**src/front_end_pkg.sv**
```systemverilog
`default_nettype none

package front_end_pkg;

    // **************************************************
    // Widths
    // **************************************************

    typedef logic [31:0] data_word_t;  // Data or instruction word.
    typedef logic [31:0] addr_t;       // Byte address.
    typedef logic [4:0]  reg_idx_t;    // Register index.

    // RV32I major opcodes.
    localparam logic [6:0] OPC_OP     = 7'b0110011;
    localparam logic [6:0] OPC_OP_IMM = 7'b0010011;
    localparam logic [6:0] OPC_LOAD   = 7'b0000011;
    localparam logic [6:0] OPC_STORE  = 7'b0100011;
    localparam logic [6:0] OPC_BRANCH = 7'b1100011;
    localparam logic [6:0] OPC_JAL    = 7'b1101111;
    localparam logic [6:0] OPC_JALR   = 7'b1100111;
    localparam logic [6:0] OPC_LUI    = 7'b0110111;
    localparam logic [6:0] OPC_AUIPC  = 7'b0010111;

    typedef enum logic [3:0] {
        ALU,
        ALU_IMM,
        LOAD,
        STORE,
        BRANCH,
        JAL,
        JALR,
        LUI,
        AUIPC,
        ILLEGAL
    } exu_unit_t;

    // **************************************************
    // Link payloads
    // **************************************************

    typedef struct packed {
        logic  valid;
        addr_t addr;
    } icache_req_t;

    typedef struct packed {
        logic       hit;
        data_word_t word;
    } icache_rsp_t;

    typedef struct packed {
        addr_t      pc;
        data_word_t instr;
    } fetch_entry_t;

    typedef struct packed {
        logic  valid;
        addr_t target;
    } redirect_t;

    typedef struct packed {
        logic       valid;
        reg_idx_t   rd;
        data_word_t value;
    } writeback_t;

    typedef struct packed {
        exu_unit_t        unit;
        logic [2:0]       funct3;
        logic             funct7_5;
        reg_idx_t         rd;
        data_word_t       imm;       // Sign extended.
        addr_t            pc;
        data_word_t [1:0] operand;   // [0] is rs1, [1] is rs2.
    } exu_uop_t;

endpackage : front_end_pkg

`default_nettype wire
```
**src/front_end.sv**
```systemverilog
`timescale 1ns/1ps
`default_nettype none

module front_end import front_end_pkg::*; #(
    parameter addr_t RESET_PC  = 32'h0000_0000,
    parameter int    BUF_DEPTH = 4,
    parameter int    CREDITS   = 2
) (
    input  wire                clk_i,
    input  wire                arst_n_i,
    input  wire  icache_rsp_t  icache_rsp_i,
    input  wire                exception_i,
    input  wire                interrupt_i,
    input  wire  addr_t        handler_pc_i,
    input  wire                executed_i,
    input  wire                branch_i,
    input  wire                jump_i,
    input  wire                outcome_i,
    input  wire  addr_t        branch_target_i,
    input  wire  writeback_t   writeback_i,
    input  wire                credit_i,
    output icache_req_t        icache_req_o,
    output logic               uop_valid_o,
    output exu_uop_t           uop_o
);

    logic         trap;
    logic         branch_taken;
    redirect_t    redirect;
    logic         push;
    logic         pop;
    logic         space;
    logic         not_empty;
    fetch_entry_t fetch_entry;
    fetch_entry_t head;
    reg_idx_t     raddr1, raddr2;
    data_word_t   rdata1, rdata2;

    // **************************************************
    // Redirect with trap priority
    // **************************************************

    assign trap            = exception_i || interrupt_i;
    assign branch_taken    = executed_i && ((branch_i && outcome_i) || jump_i);
    assign redirect.valid  = trap || branch_taken;
    assign redirect.target = trap ? handler_pc_i : branch_target_i;

    fetch_unit #(
        .RESET_PC (RESET_PC)
    ) u_fetch (
        .clk_i        (clk_i),
        .arst_n_i     (arst_n_i),
        .icache_rsp_i (icache_rsp_i),
        .redirect_i   (redirect),
        .space_i      (space),
        .icache_req_o (icache_req_o),
        .push_o       (push),
        .entry_o      (fetch_entry)
    );

    instr_buffer #(
        .BUF_DEPTH (BUF_DEPTH)
    ) u_buffer (
        .clk_i       (clk_i),
        .arst_n_i    (arst_n_i),
        .flush_i     (redirect.valid),
        .push_i      (push),
        .entry_i     (fetch_entry),
        .pop_i       (pop),
        .head_o      (head),
        .not_empty_o (not_empty),
        .space_o     (space)
    );

    decode_issue #(
        .CREDITS (CREDITS)
    ) u_decode (
        .clk_i       (clk_i),
        .arst_n_i    (arst_n_i),
        .flush_i     (redirect.valid),
        .head_i      (head),
        .not_empty_i (not_empty),
        .credit_i    (credit_i),
        .rdata1_i    (rdata1),
        .rdata2_i    (rdata2),
        .pop_o       (pop),
        .raddr1_o    (raddr1),
        .raddr2_o    (raddr2),
        .uop_valid_o (uop_valid_o),
        .uop_o       (uop_o)
    );

    register_file u_regfile (
        .clk_i       (clk_i),
        .arst_n_i    (arst_n_i),
        .writeback_i (writeback_i),
        .raddr1_i    (raddr1),
        .raddr2_i    (raddr2),
        .rdata1_o    (rdata1),
        .rdata2_o    (rdata2)
    );

endmodule : front_end

`default_nettype wire

```
**src/decode_issue.sv**
```systemverilog
`timescale 1ns/1ps
`default_nettype none

module decode_issue import front_end_pkg::*; #(
    parameter int CREDITS = 2
) (
    input  wire                 clk_i,
    input  wire                 arst_n_i,
    input  wire                 flush_i,
    input  wire  fetch_entry_t  head_i,
    input  wire                 not_empty_i,
    input  wire                 credit_i,
    input  wire  data_word_t    rdata1_i,
    input  wire  data_word_t    rdata2_i,
    output logic                pop_o,
    output reg_idx_t            raddr1_o,
    output reg_idx_t            raddr2_o,
    output logic                uop_valid_o,
    output exu_uop_t            uop_o
);

    localparam int CRD_W = $clog2(CREDITS + 1);

    data_word_t       instr;
    logic [6:0]       opcode;
    logic [2:0]       funct3;
    logic [6:0]       funct7;
    logic             op_ok, op_imm_ok;
    exu_unit_t        unit;
    data_word_t       imm;
    logic             use_rs1, use_rs2, writes_rd;
    exu_uop_t         uop_d;
    logic [CRD_W-1:0] credit_cnt_q;

    assign instr  = head_i.instr;
    assign opcode = instr[6:0];
    assign funct3 = instr[14:12];
    assign funct7 = instr[31:25];

    // SUB and SRA are the only funct7 variants of OP.
    assign op_ok = (funct7 == 7'b0000000) ||
                   ((funct7 == 7'b0100000) && (funct3 == 3'b000 || funct3 == 3'b101));

    assign op_imm_ok = (funct3 == 3'b001) ? (funct7 == 7'b0000000) :
                       (funct3 == 3'b101) ? (funct7 == 7'b0000000 || funct7 == 7'b0100000) :
                       1'b1;

    // **************************************************
    // Opcode decode and immediate
    // **************************************************

    always_comb begin
        unit      = ILLEGAL;
        imm       = '0;
        use_rs1   = 1'b0;
        use_rs2   = 1'b0;
        writes_rd = 1'b0;

        case (opcode)
            OPC_OP: if (op_ok) begin
                unit      = ALU;
                use_rs1   = 1'b1;
                use_rs2   = 1'b1;
                writes_rd = 1'b1;
            end
            OPC_OP_IMM: if (op_imm_ok) begin
                unit      = ALU_IMM;
                imm       = {{20{instr[31]}}, instr[31:20]};
                use_rs1   = 1'b1;
                writes_rd = 1'b1;
            end
            OPC_LOAD: if (funct3 != 3'b011 && funct3[2:1] != 2'b11) begin
                unit      = LOAD;
                imm       = {{20{instr[31]}}, instr[31:20]};
                use_rs1   = 1'b1;
                writes_rd = 1'b1;
            end
            OPC_STORE: if (funct3[2] == 1'b0 && funct3 != 3'b011) begin
                unit    = STORE;
                imm     = {{20{instr[31]}}, instr[31:25], instr[11:7]};
                use_rs1 = 1'b1;
                use_rs2 = 1'b1;
            end
            OPC_BRANCH: if (funct3[2:1] != 2'b01) begin
                unit    = BRANCH;
                imm     = {{19{instr[31]}}, instr[31], instr[7], instr[30:25], instr[11:8], 1'b0};
                use_rs1 = 1'b1;
                use_rs2 = 1'b1;
            end
            OPC_JAL: begin
                unit      = JAL;
                imm       = {{11{instr[31]}}, instr[31], instr[19:12], instr[20],
                             instr[30:21], 1'b0};
                writes_rd = 1'b1;
            end
            OPC_JALR: if (funct3 == 3'b000) begin
                unit      = JALR;
                imm       = {{20{instr[31]}}, instr[31:20]};
                use_rs1   = 1'b1;
                writes_rd = 1'b1;
            end
            OPC_LUI, OPC_AUIPC: begin
                unit      = (opcode == OPC_LUI) ? LUI : AUIPC;
                imm       = {instr[31:12], 12'b0};
                writes_rd = 1'b1;
            end
            default: unit = ILLEGAL;  // FENCE and SYSTEM land here too.
        endcase
    end

    // Unused source fields read x0 and give a zero operand.
    assign raddr1_o = use_rs1 ? instr[19:15] : '0;
    assign raddr2_o = use_rs2 ? instr[24:20] : '0;

    always_comb begin
        uop_d.unit       = unit;
        uop_d.funct3     = funct3;
        uop_d.funct7_5   = instr[30];
        uop_d.rd         = writes_rd ? instr[11:7] : '0;
        uop_d.imm        = imm;
        uop_d.pc         = head_i.pc;
        uop_d.operand[0] = rdata1_i;
        uop_d.operand[1] = rdata2_i;
    end

    // **************************************************
    // Issue and credits
    // **************************************************

    assign pop_o = not_empty_i && (credit_cnt_q != '0) && !flush_i;

    always_ff @(posedge clk_i or negedge arst_n_i) begin
        if (!arst_n_i) begin
            credit_cnt_q <= CRD_W'(CREDITS);
        end else if (pop_o && !credit_i) begin
            credit_cnt_q <= credit_cnt_q - 1'b1;
        end else if (credit_i && !pop_o) begin
            credit_cnt_q <= credit_cnt_q + 1'b1;
        end
    end

    always_ff @(posedge clk_i or negedge arst_n_i) begin
        if (!arst_n_i) begin
            uop_valid_o <= 1'b0;
        end else begin
            uop_valid_o <= pop_o;  // Low on a flush edge.
        end
    end

    always_ff @(posedge clk_i) begin
        if (pop_o) begin
            uop_o <= uop_d;
        end
    end

endmodule : decode_issue

`default_nettype wire

```
**src/instr_buffer.sv**
```systemverilog
`timescale 1ns/1ps
`default_nettype none

module instr_buffer import front_end_pkg::*; #(
    parameter int BUF_DEPTH = 4
) (
    input  wire                 clk_i,
    input  wire                 arst_n_i,
    input  wire                 flush_i,
    input  wire                 push_i,
    input  wire  fetch_entry_t  entry_i,
    input  wire                 pop_i,
    output fetch_entry_t        head_o,
    output logic                not_empty_o,
    output logic                space_o
);

    localparam int PTR_W = (BUF_DEPTH > 1) ? $clog2(BUF_DEPTH) : 1;
    localparam int CNT_W = $clog2(BUF_DEPTH + 1);

    fetch_entry_t     mem_q [BUF_DEPTH];
    logic [PTR_W-1:0] wr_ptr_q, rd_ptr_q;
    logic [CNT_W-1:0] count_q;
    logic             do_push, do_pop;

    // Pointer wraps at BUF_DEPTH.
    function automatic logic [PTR_W-1:0] ptr_inc(input logic [PTR_W-1:0] ptr);
        if (ptr == PTR_W'(BUF_DEPTH - 1)) begin
            return '0;
        end
        return ptr + 1'b1;
    endfunction

    assign do_push = push_i && !flush_i && (count_q != CNT_W'(BUF_DEPTH));
    assign do_pop  = pop_i && !flush_i && (count_q != '0);

    always_ff @(posedge clk_i or negedge arst_n_i) begin
        if (!arst_n_i) begin
            wr_ptr_q <= '0;
            rd_ptr_q <= '0;
            count_q  <= '0;
        end else if (flush_i) begin
            wr_ptr_q <= '0;  // Redirect empties the buffer.
            rd_ptr_q <= '0;
            count_q  <= '0;
        end else begin
            if (do_push) begin
                wr_ptr_q <= ptr_inc(wr_ptr_q);
            end
            if (do_pop) begin
                rd_ptr_q <= ptr_inc(rd_ptr_q);
            end
            case ({do_push, do_pop})
                2'b10:   count_q <= count_q + 1'b1;
                2'b01:   count_q <= count_q - 1'b1;
                default: count_q <= count_q;
            endcase
        end
    end

    always_ff @(posedge clk_i) begin
        if (do_push) begin
            mem_q[wr_ptr_q] <= entry_i;
        end
    end

    assign head_o      = mem_q[rd_ptr_q];
    assign not_empty_o = (count_q != '0);
    assign space_o     = (count_q < CNT_W'(BUF_DEPTH - 1));  // One slot kept for the word in flight.

endmodule : instr_buffer

`default_nettype wire

```
**src/fetch_unit.sv**
```systemverilog
`timescale 1ns/1ps
`default_nettype none

module fetch_unit import front_end_pkg::*; #(
    parameter addr_t RESET_PC = 32'h0000_0000
) (
    input  wire                clk_i,
    input  wire                arst_n_i,
    input  wire  icache_rsp_t  icache_rsp_i,
    input  wire  redirect_t    redirect_i,
    input  wire                space_i,
    output icache_req_t        icache_req_o,
    output logic               push_o,
    output fetch_entry_t       entry_o
);

    typedef enum logic [1:0] {
        IDLE,
        WAIT_HIT,
        DISCARD
    } fetch_state_t;

    fetch_state_t state_q, state_d;
    addr_t        pc_q, pc_d;              // Next address to fetch.
    addr_t        req_addr_q, req_addr_d;  // Address of the open request.
    addr_t        pc_next;

    assign pc_next = pc_q + 32'd4;

    // **************************************************
    // Request sequencing
    // **************************************************

    always_comb begin
        state_d    = state_q;
        pc_d       = pc_q;
        req_addr_d = req_addr_q;

        case (state_q)
            IDLE: begin
                if (redirect_i.valid) begin
                    pc_d = redirect_i.target;
                end else if (space_i) begin
                    req_addr_d = pc_q;
                    state_d    = WAIT_HIT;
                end
            end

            WAIT_HIT: begin
                if (redirect_i.valid) begin
                    pc_d    = redirect_i.target;
                    state_d = icache_rsp_i.hit ? IDLE : DISCARD;  // Open request goes stale.
                end else if (icache_rsp_i.hit) begin
                    pc_d = pc_next;
                    if (space_i) begin
                        req_addr_d = pc_next;  // Back to back request.
                    end else begin
                        state_d = IDLE;
                    end
                end
            end

            DISCARD: begin
                if (redirect_i.valid) begin
                    pc_d = redirect_i.target;
                end
                // Stale word is dropped here.
                if (icache_rsp_i.hit) begin
                    if (space_i && !redirect_i.valid) begin
                        req_addr_d = pc_q;
                        state_d    = WAIT_HIT;
                    end else begin
                        state_d = IDLE;
                    end
                end
            end

            default: state_d = IDLE;
        endcase
    end

    always_ff @(posedge clk_i or negedge arst_n_i) begin
        if (!arst_n_i) begin
            state_q    <= IDLE;
            pc_q       <= RESET_PC;
            req_addr_q <= RESET_PC;
        end else begin
            state_q    <= state_d;
            pc_q       <= pc_d;
            req_addr_q <= req_addr_d;
        end
    end

    // **************************************************
    // Outputs
    // **************************************************

    assign icache_req_o.valid = (state_q != IDLE);  // Held until the hit.
    assign icache_req_o.addr  = req_addr_q;

    assign push_o         = (state_q == WAIT_HIT) && icache_rsp_i.hit;
    assign entry_o.pc     = req_addr_q;
    assign entry_o.instr  = icache_rsp_i.word;

endmodule : fetch_unit

`default_nettype wire

```
**src/register_file.sv**
```systemverilog
`timescale 1ns/1ps
`default_nettype none

module register_file import front_end_pkg::*; (
    input  wire               clk_i,
    input  wire               arst_n_i,
    input  wire  writeback_t  writeback_i,
    input  wire  reg_idx_t    raddr1_i,
    input  wire  reg_idx_t    raddr2_i,
    output data_word_t        rdata1_o,
    output data_word_t        rdata2_o
);

    data_word_t regs_q [1:31];  // x0 has no storage.

    // Zero for x0, then bypass, then the array.
    function automatic data_word_t read_port(input reg_idx_t idx);
        if (idx == '0) begin
            return '0;
        end
        if (writeback_i.valid && writeback_i.rd == idx) begin
            return writeback_i.value;
        end
        return regs_q[idx];
    endfunction

    always_ff @(posedge clk_i or negedge arst_n_i) begin
        if (!arst_n_i) begin
            for (int i = 1; i < 32; i++) begin
                regs_q[i] <= '0;
            end
        end else if (writeback_i.valid && writeback_i.rd != '0) begin
            regs_q[writeback_i.rd] <= writeback_i.value;
        end
    end

    always_comb begin
        rdata1_o = read_port(raddr1_i);
    end

    always_comb begin
        rdata2_o = read_port(raddr2_i);
    end

endmodule : register_file

`default_nettype wire

```
**config.mk**
```make
export PLATFORM = sky130hd
export DESIGN_NAME = front_end
export DESIGN_NICKNAME = d
export VERILOG_FILES = /design/src/front_end_pkg.sv /design/src/front_end.sv /design/src/decode_issue.sv /design/src/instr_buffer.sv /design/src/fetch_unit.sv /design/src/register_file.sv
export SDC_FILE = /design/constraint.sdc
export NUM_CORES = 2
export LEC_CHECK = 0
export BUFFER_PORTS_ARGS = -buffer_cell sky130_fd_sc_hd__buf_2
export CELL_PAD_IN_SITES_DETAIL_PLACEMENT = 1
export CELL_PAD_IN_SITES_GLOBAL_PLACEMENT = 1
export CORE_ASPECT_RATIO = 0.9
export CORE_UTILIZATION = 45
export CTS_CLUSTER_SIZE = 30
export DETAILED_ROUTE_END_ITERATION = 8
export GPL_TIMING_DRIVEN = 0
export HOLD_SLACK_MARGIN = 0.05
export PLACE_DENSITY_LB_ADDON = 0.1
export SYNTH_ARGS = -nofsm -noshare
export SYNTH_HDL_FRONTEND = slang
export SYNTH_SLANG_ARGS = --single-unit
```
**constraint.sdc**
```tcl
create_clock -name clk_i -period 13.2 [get_ports clk_i]
set_input_delay 0.66 -clock clk_i [delete_from_list [all_inputs] [get_ports clk_i]]
set_output_delay 0.66 -clock clk_i [all_outputs]
set_load 0.05 [all_outputs]
```
==> summary.txt <==
Detailed routing
  • WL per Instance: 43.1 um
  • ANT nets after route: 0
  • Vias: 63800
  • DR vias/cell: 7.05
  • Post-route DRC: 0
  • Initial DRT Pass Iterations: 9
  • Initial drt markers: 9519
  • Drt total wl: 390 mm

Synthesis
  • Post-synth top cells: mux2_2, dfrtp_1, nand2_1
  • Ys flop type: dfrtp_1
  • Ys Warns: 0
  • Synthesized flop and latch total: 1465
  • Largest cells by area after synthesis: dfrtp_1, mux2_2, edfxtp_1
  • Netlist cell types: 93
  • Most frequent cell after synthesis: mux2_2
  • Synth async-reset ratio: 72.9%
  • Cells after Synth: 6197
  • Syn Area/Cell: 11.9 sq um
  • Mapped Nets: 6350
  • Top-area cell type share of the netlist area: 36.3%
  • Synthesized area: 73500 sq um
  • Sequential share of the synthesized area: 52.6%
  • Number of enable flip-flop cells after synthesis: 397
  • Area leader, netlist: dfrtp_1

Clocking
  • Clock buffer depth: 3
  • Root Buffer: clkbuf_16
  • Num CTS Buffers: 162
  • Clock sink count: 1465
  • Clock slew at reported path FFs: 0.06 ns
  • Post-CTS Resized: 0
  • CTS tree: yes
  • Worst-Skew Late Latency: 0.87 ns
  • H-tree Lvls: 4

Worst setup path
  • Buffer and inverter count on the worst path: 7
  • CP top delay family: buffers and inverters
  • Max stage delay on crit path: 1.02 ns
  • Critical Path, Cell by Cell: buf_2 > buf_4 > buf_4 > mux2i_1 > mux2i_2 > buf_2 > buf_2 > buf_2 > buf_2 > a211oi_1 > o21ai_1 > a2bb2oi_1 > o31ai_1
  • Max FO, Critical Path: 11
  • Worst path most repeated cell: buf_2
  • CP endpoint kind: flip-flop
  • Slowest CP cell: mux2i_2
  • CP Launch Type: flip-flop
  • Required @ worst endpoint: 13.74 ns
  • Classification of the worst setup path: reg -> reg
  • Flop-to-flop setup slack: 5.34 ns
  • Worst EP arrival: 8.40 ns

Place
  • Post-detail-place hpwl: 273 mm
  • Placed insts: 8662
  • IO buf count: 315
  • GPL Wtd Cong: 1.07

Floorplanning
  • Die Wd: 428 um
  • Die height: 385 um
  • Ports: 319
  • Core ar.: 162000 sq um
  • Starting Density: 45.4%
  • Row count: 140
  • Die Area: 165000 sq um

STA
  • Crit share post-route: 59.6%
  • Setup Skew: 0.0384 ns
  • Max Fclk: 127 MHz
  • Setup tns final: 0 ns
  • Measured slew at the worst slew-check pin: 1.72 ns
  • Slew Limit Fails: 296
  • Setup-failing EPs final: 0
  • Clock period minus worst slack: 7.86 ns
  • Final Hold Vio Count: 0
  • Unrepaired setup endpoints after global routing: false
  • Max_slew headroom: -14.9%

Power and ir drop
  • PwrDens: 145 nW/um^2
  • Max VDD drop: 0.120 mV
  • Leakage: 0.0340 uW

Global route
  • Number of global-route vias before repair: 61000
  • Tot GR Track Use: 46.5%
  • Grt met1 use: 58.7%
  • M2 GR Usage: 62.2%
  • First-pass GRT wire length: 521 mm
  • Grt ovf: 0
  • Largest net degree at the start of global routing: 158
  • Initial antenna violation count: 64
  • Most Crowded Layer GR: met2
  • GR Util met3: 23.4%

Run
  • # Max-Cap Violations: 29

Finish
  • Fillers: 16900
  • P&R area growth vs syn: 14.6%
  • Share of layout cells above drive strength 1: 30.3%
  • Finished Layout Cells: 9049
  • Layout Nets: 6886

Outcome
  • Failing checks: max-capacitance violations, max-slew violations
  • Run status: finished, violations left

Worst hold path
  • HP Class: in -> reg
[cell type report]
| type | count | area [sq um] | area share (%) |
|---|---|---|---|
| repair buffers | 372 | 2470 | 2.94 |
| clock buffers | 228 | 4530 | 5.38 |
| diodes | 50 | 125 | 0.149 |
| plain buffers | 562 | 2390 | 2.83 |
| inverters | 14 | 52.6 | 0.0624 |
| flip-flops and latches | 1465 | 38600 | 45.9 |
| clock inverters | 72 | 857 | 1.02 |
| well taps | 2130 | 2670 | 3.16 |
| multi-input cells | 4156 | 32500 | 38.6 |
[placed cells by master, fill, tap and decap left out, types with 53 or more instances in the layout]
cell / n
a21oi_1: 313
mux2_2: 1123
mux4_2: 163
buf_1: 61
clkbuf_1: 382
nor2_1: 274
dfrtp_1: 1067
o21ai_0: 222
buf_2: 424
clkbuf_16: 162
a31oi_1: 149
nand3_1: 83
nand2_1: 907
mux2i_1: 145
o22ai_1: 53
edfxtp_1: 397
o221ai_1: 56
[flip-flops by register name, summed over array words and instances (netlist names)]
signal / flops
u_regfile.regs_q: 992
u_decode.credit_cnt_q: 2
u_buffer.mem_q: 256
u_buffer.count_q: 3
u_fetch.pc_q: 32
u_buffer.rd_ptr_q: 2
u_fetch.state_q: 2
u_decode.uop_valid_o: 1
u_buffer.wr_ptr_q: 2
u_fetch.req_addr_q: 32
u_decode.uop_o: 141
[final timing paths]
check | from | to | cells past startpoint
min reg2reg | u_decode.credit_cnt_q[0] | u_decode.credit_cnt_q[0] | 1
min | writeback_i[28] | u_regfile.regs_q[572] | 2
max | u_buffer.rd_ptr_q[1] | u_decode.uop_o[31] | 13
max in group asynchronous | arst_n_i | u_regfile.regs_q[9] | 4
max reg2reg | u_buffer.rd_ptr_q[1] | u_decode.uop_o[31] | 13
min in group asynchronous | arst_n_i | u_decode.uop_valid_o | 2
[routing by layer]
| metal | wire length (um) | part of all wire [%] |
|---|---|---|
| met5 | 685 | 0.18 |
| met4 | 29200 | 7.5 |
| met3 | 57500 | 15 |
| met2 | 155000 | 40 |
| met1 | 148000 | 38 |
[repair_timing]
item | CTS | global route
hold buffers | 34 | 0
setup endpoints to repair | 0 | 0
hold endpoints to repair | 207 | 0
setup buffers | 0 | 0
[kinds of logic (layout without fill, tap and decap cells)]
kind of cell             after synthesis  count (layout)  synth area share, %
other                                  0              50                    0
AND/OR/NAND/NOR                     1447            1447                 8.19
buffers and inverters                576            1248                 3.26
adder cells (fa/ha/maj)               10              10                0.177
XOR/XNOR                              40              40                0.477
multiplexers                        1435            1435                 24.2
flip-flops                          1465            1465                 52.6
AO/OA/AOI/OAI                       1224            1224                 11.1
[report_power, final]
| part | internal (uW) | total, uW | switching [uW] |
|---|---|---|---|
| Clock | 2610 | 4730 | 2130 |
| Combinational | 797 | 1590 | 788 |
| Sequential | 5320 | 5910 | 594 |
[worst reg2reg max path, delay by kind of cell, from the launching register on]
family,cells,cell delay [ns]
multiplexers,2,1.15
flip-flops,1,0.46
buffers and inverters,7,4.24
AO/OA/AOI/OAI,4,1.70
[per-stage QoR]
step / utilization, % / hold WS (ns) / setup slack, ns / area, sq um / power, uW
3_3_place_gp: 48.0 / 0.492 / -13.50 / 77700 / 7380
2_1_floorplan: - / 0.364 / 4.56 / 73500 / 6850
4_1_cts: 51.9 / 0.0744 / 6.06 / 84000 / 12100
3_5_place_dp: 48.3 / 0.510 / 6.08 / 78300 / 7480
6_report: 52.0 / 0.105 / 5.34 / 84200 / 12200
5_1_grt: 51.9 / 0.114 / 5.67 / 84100 / 12500
Power figures use the tool's default switching activity.
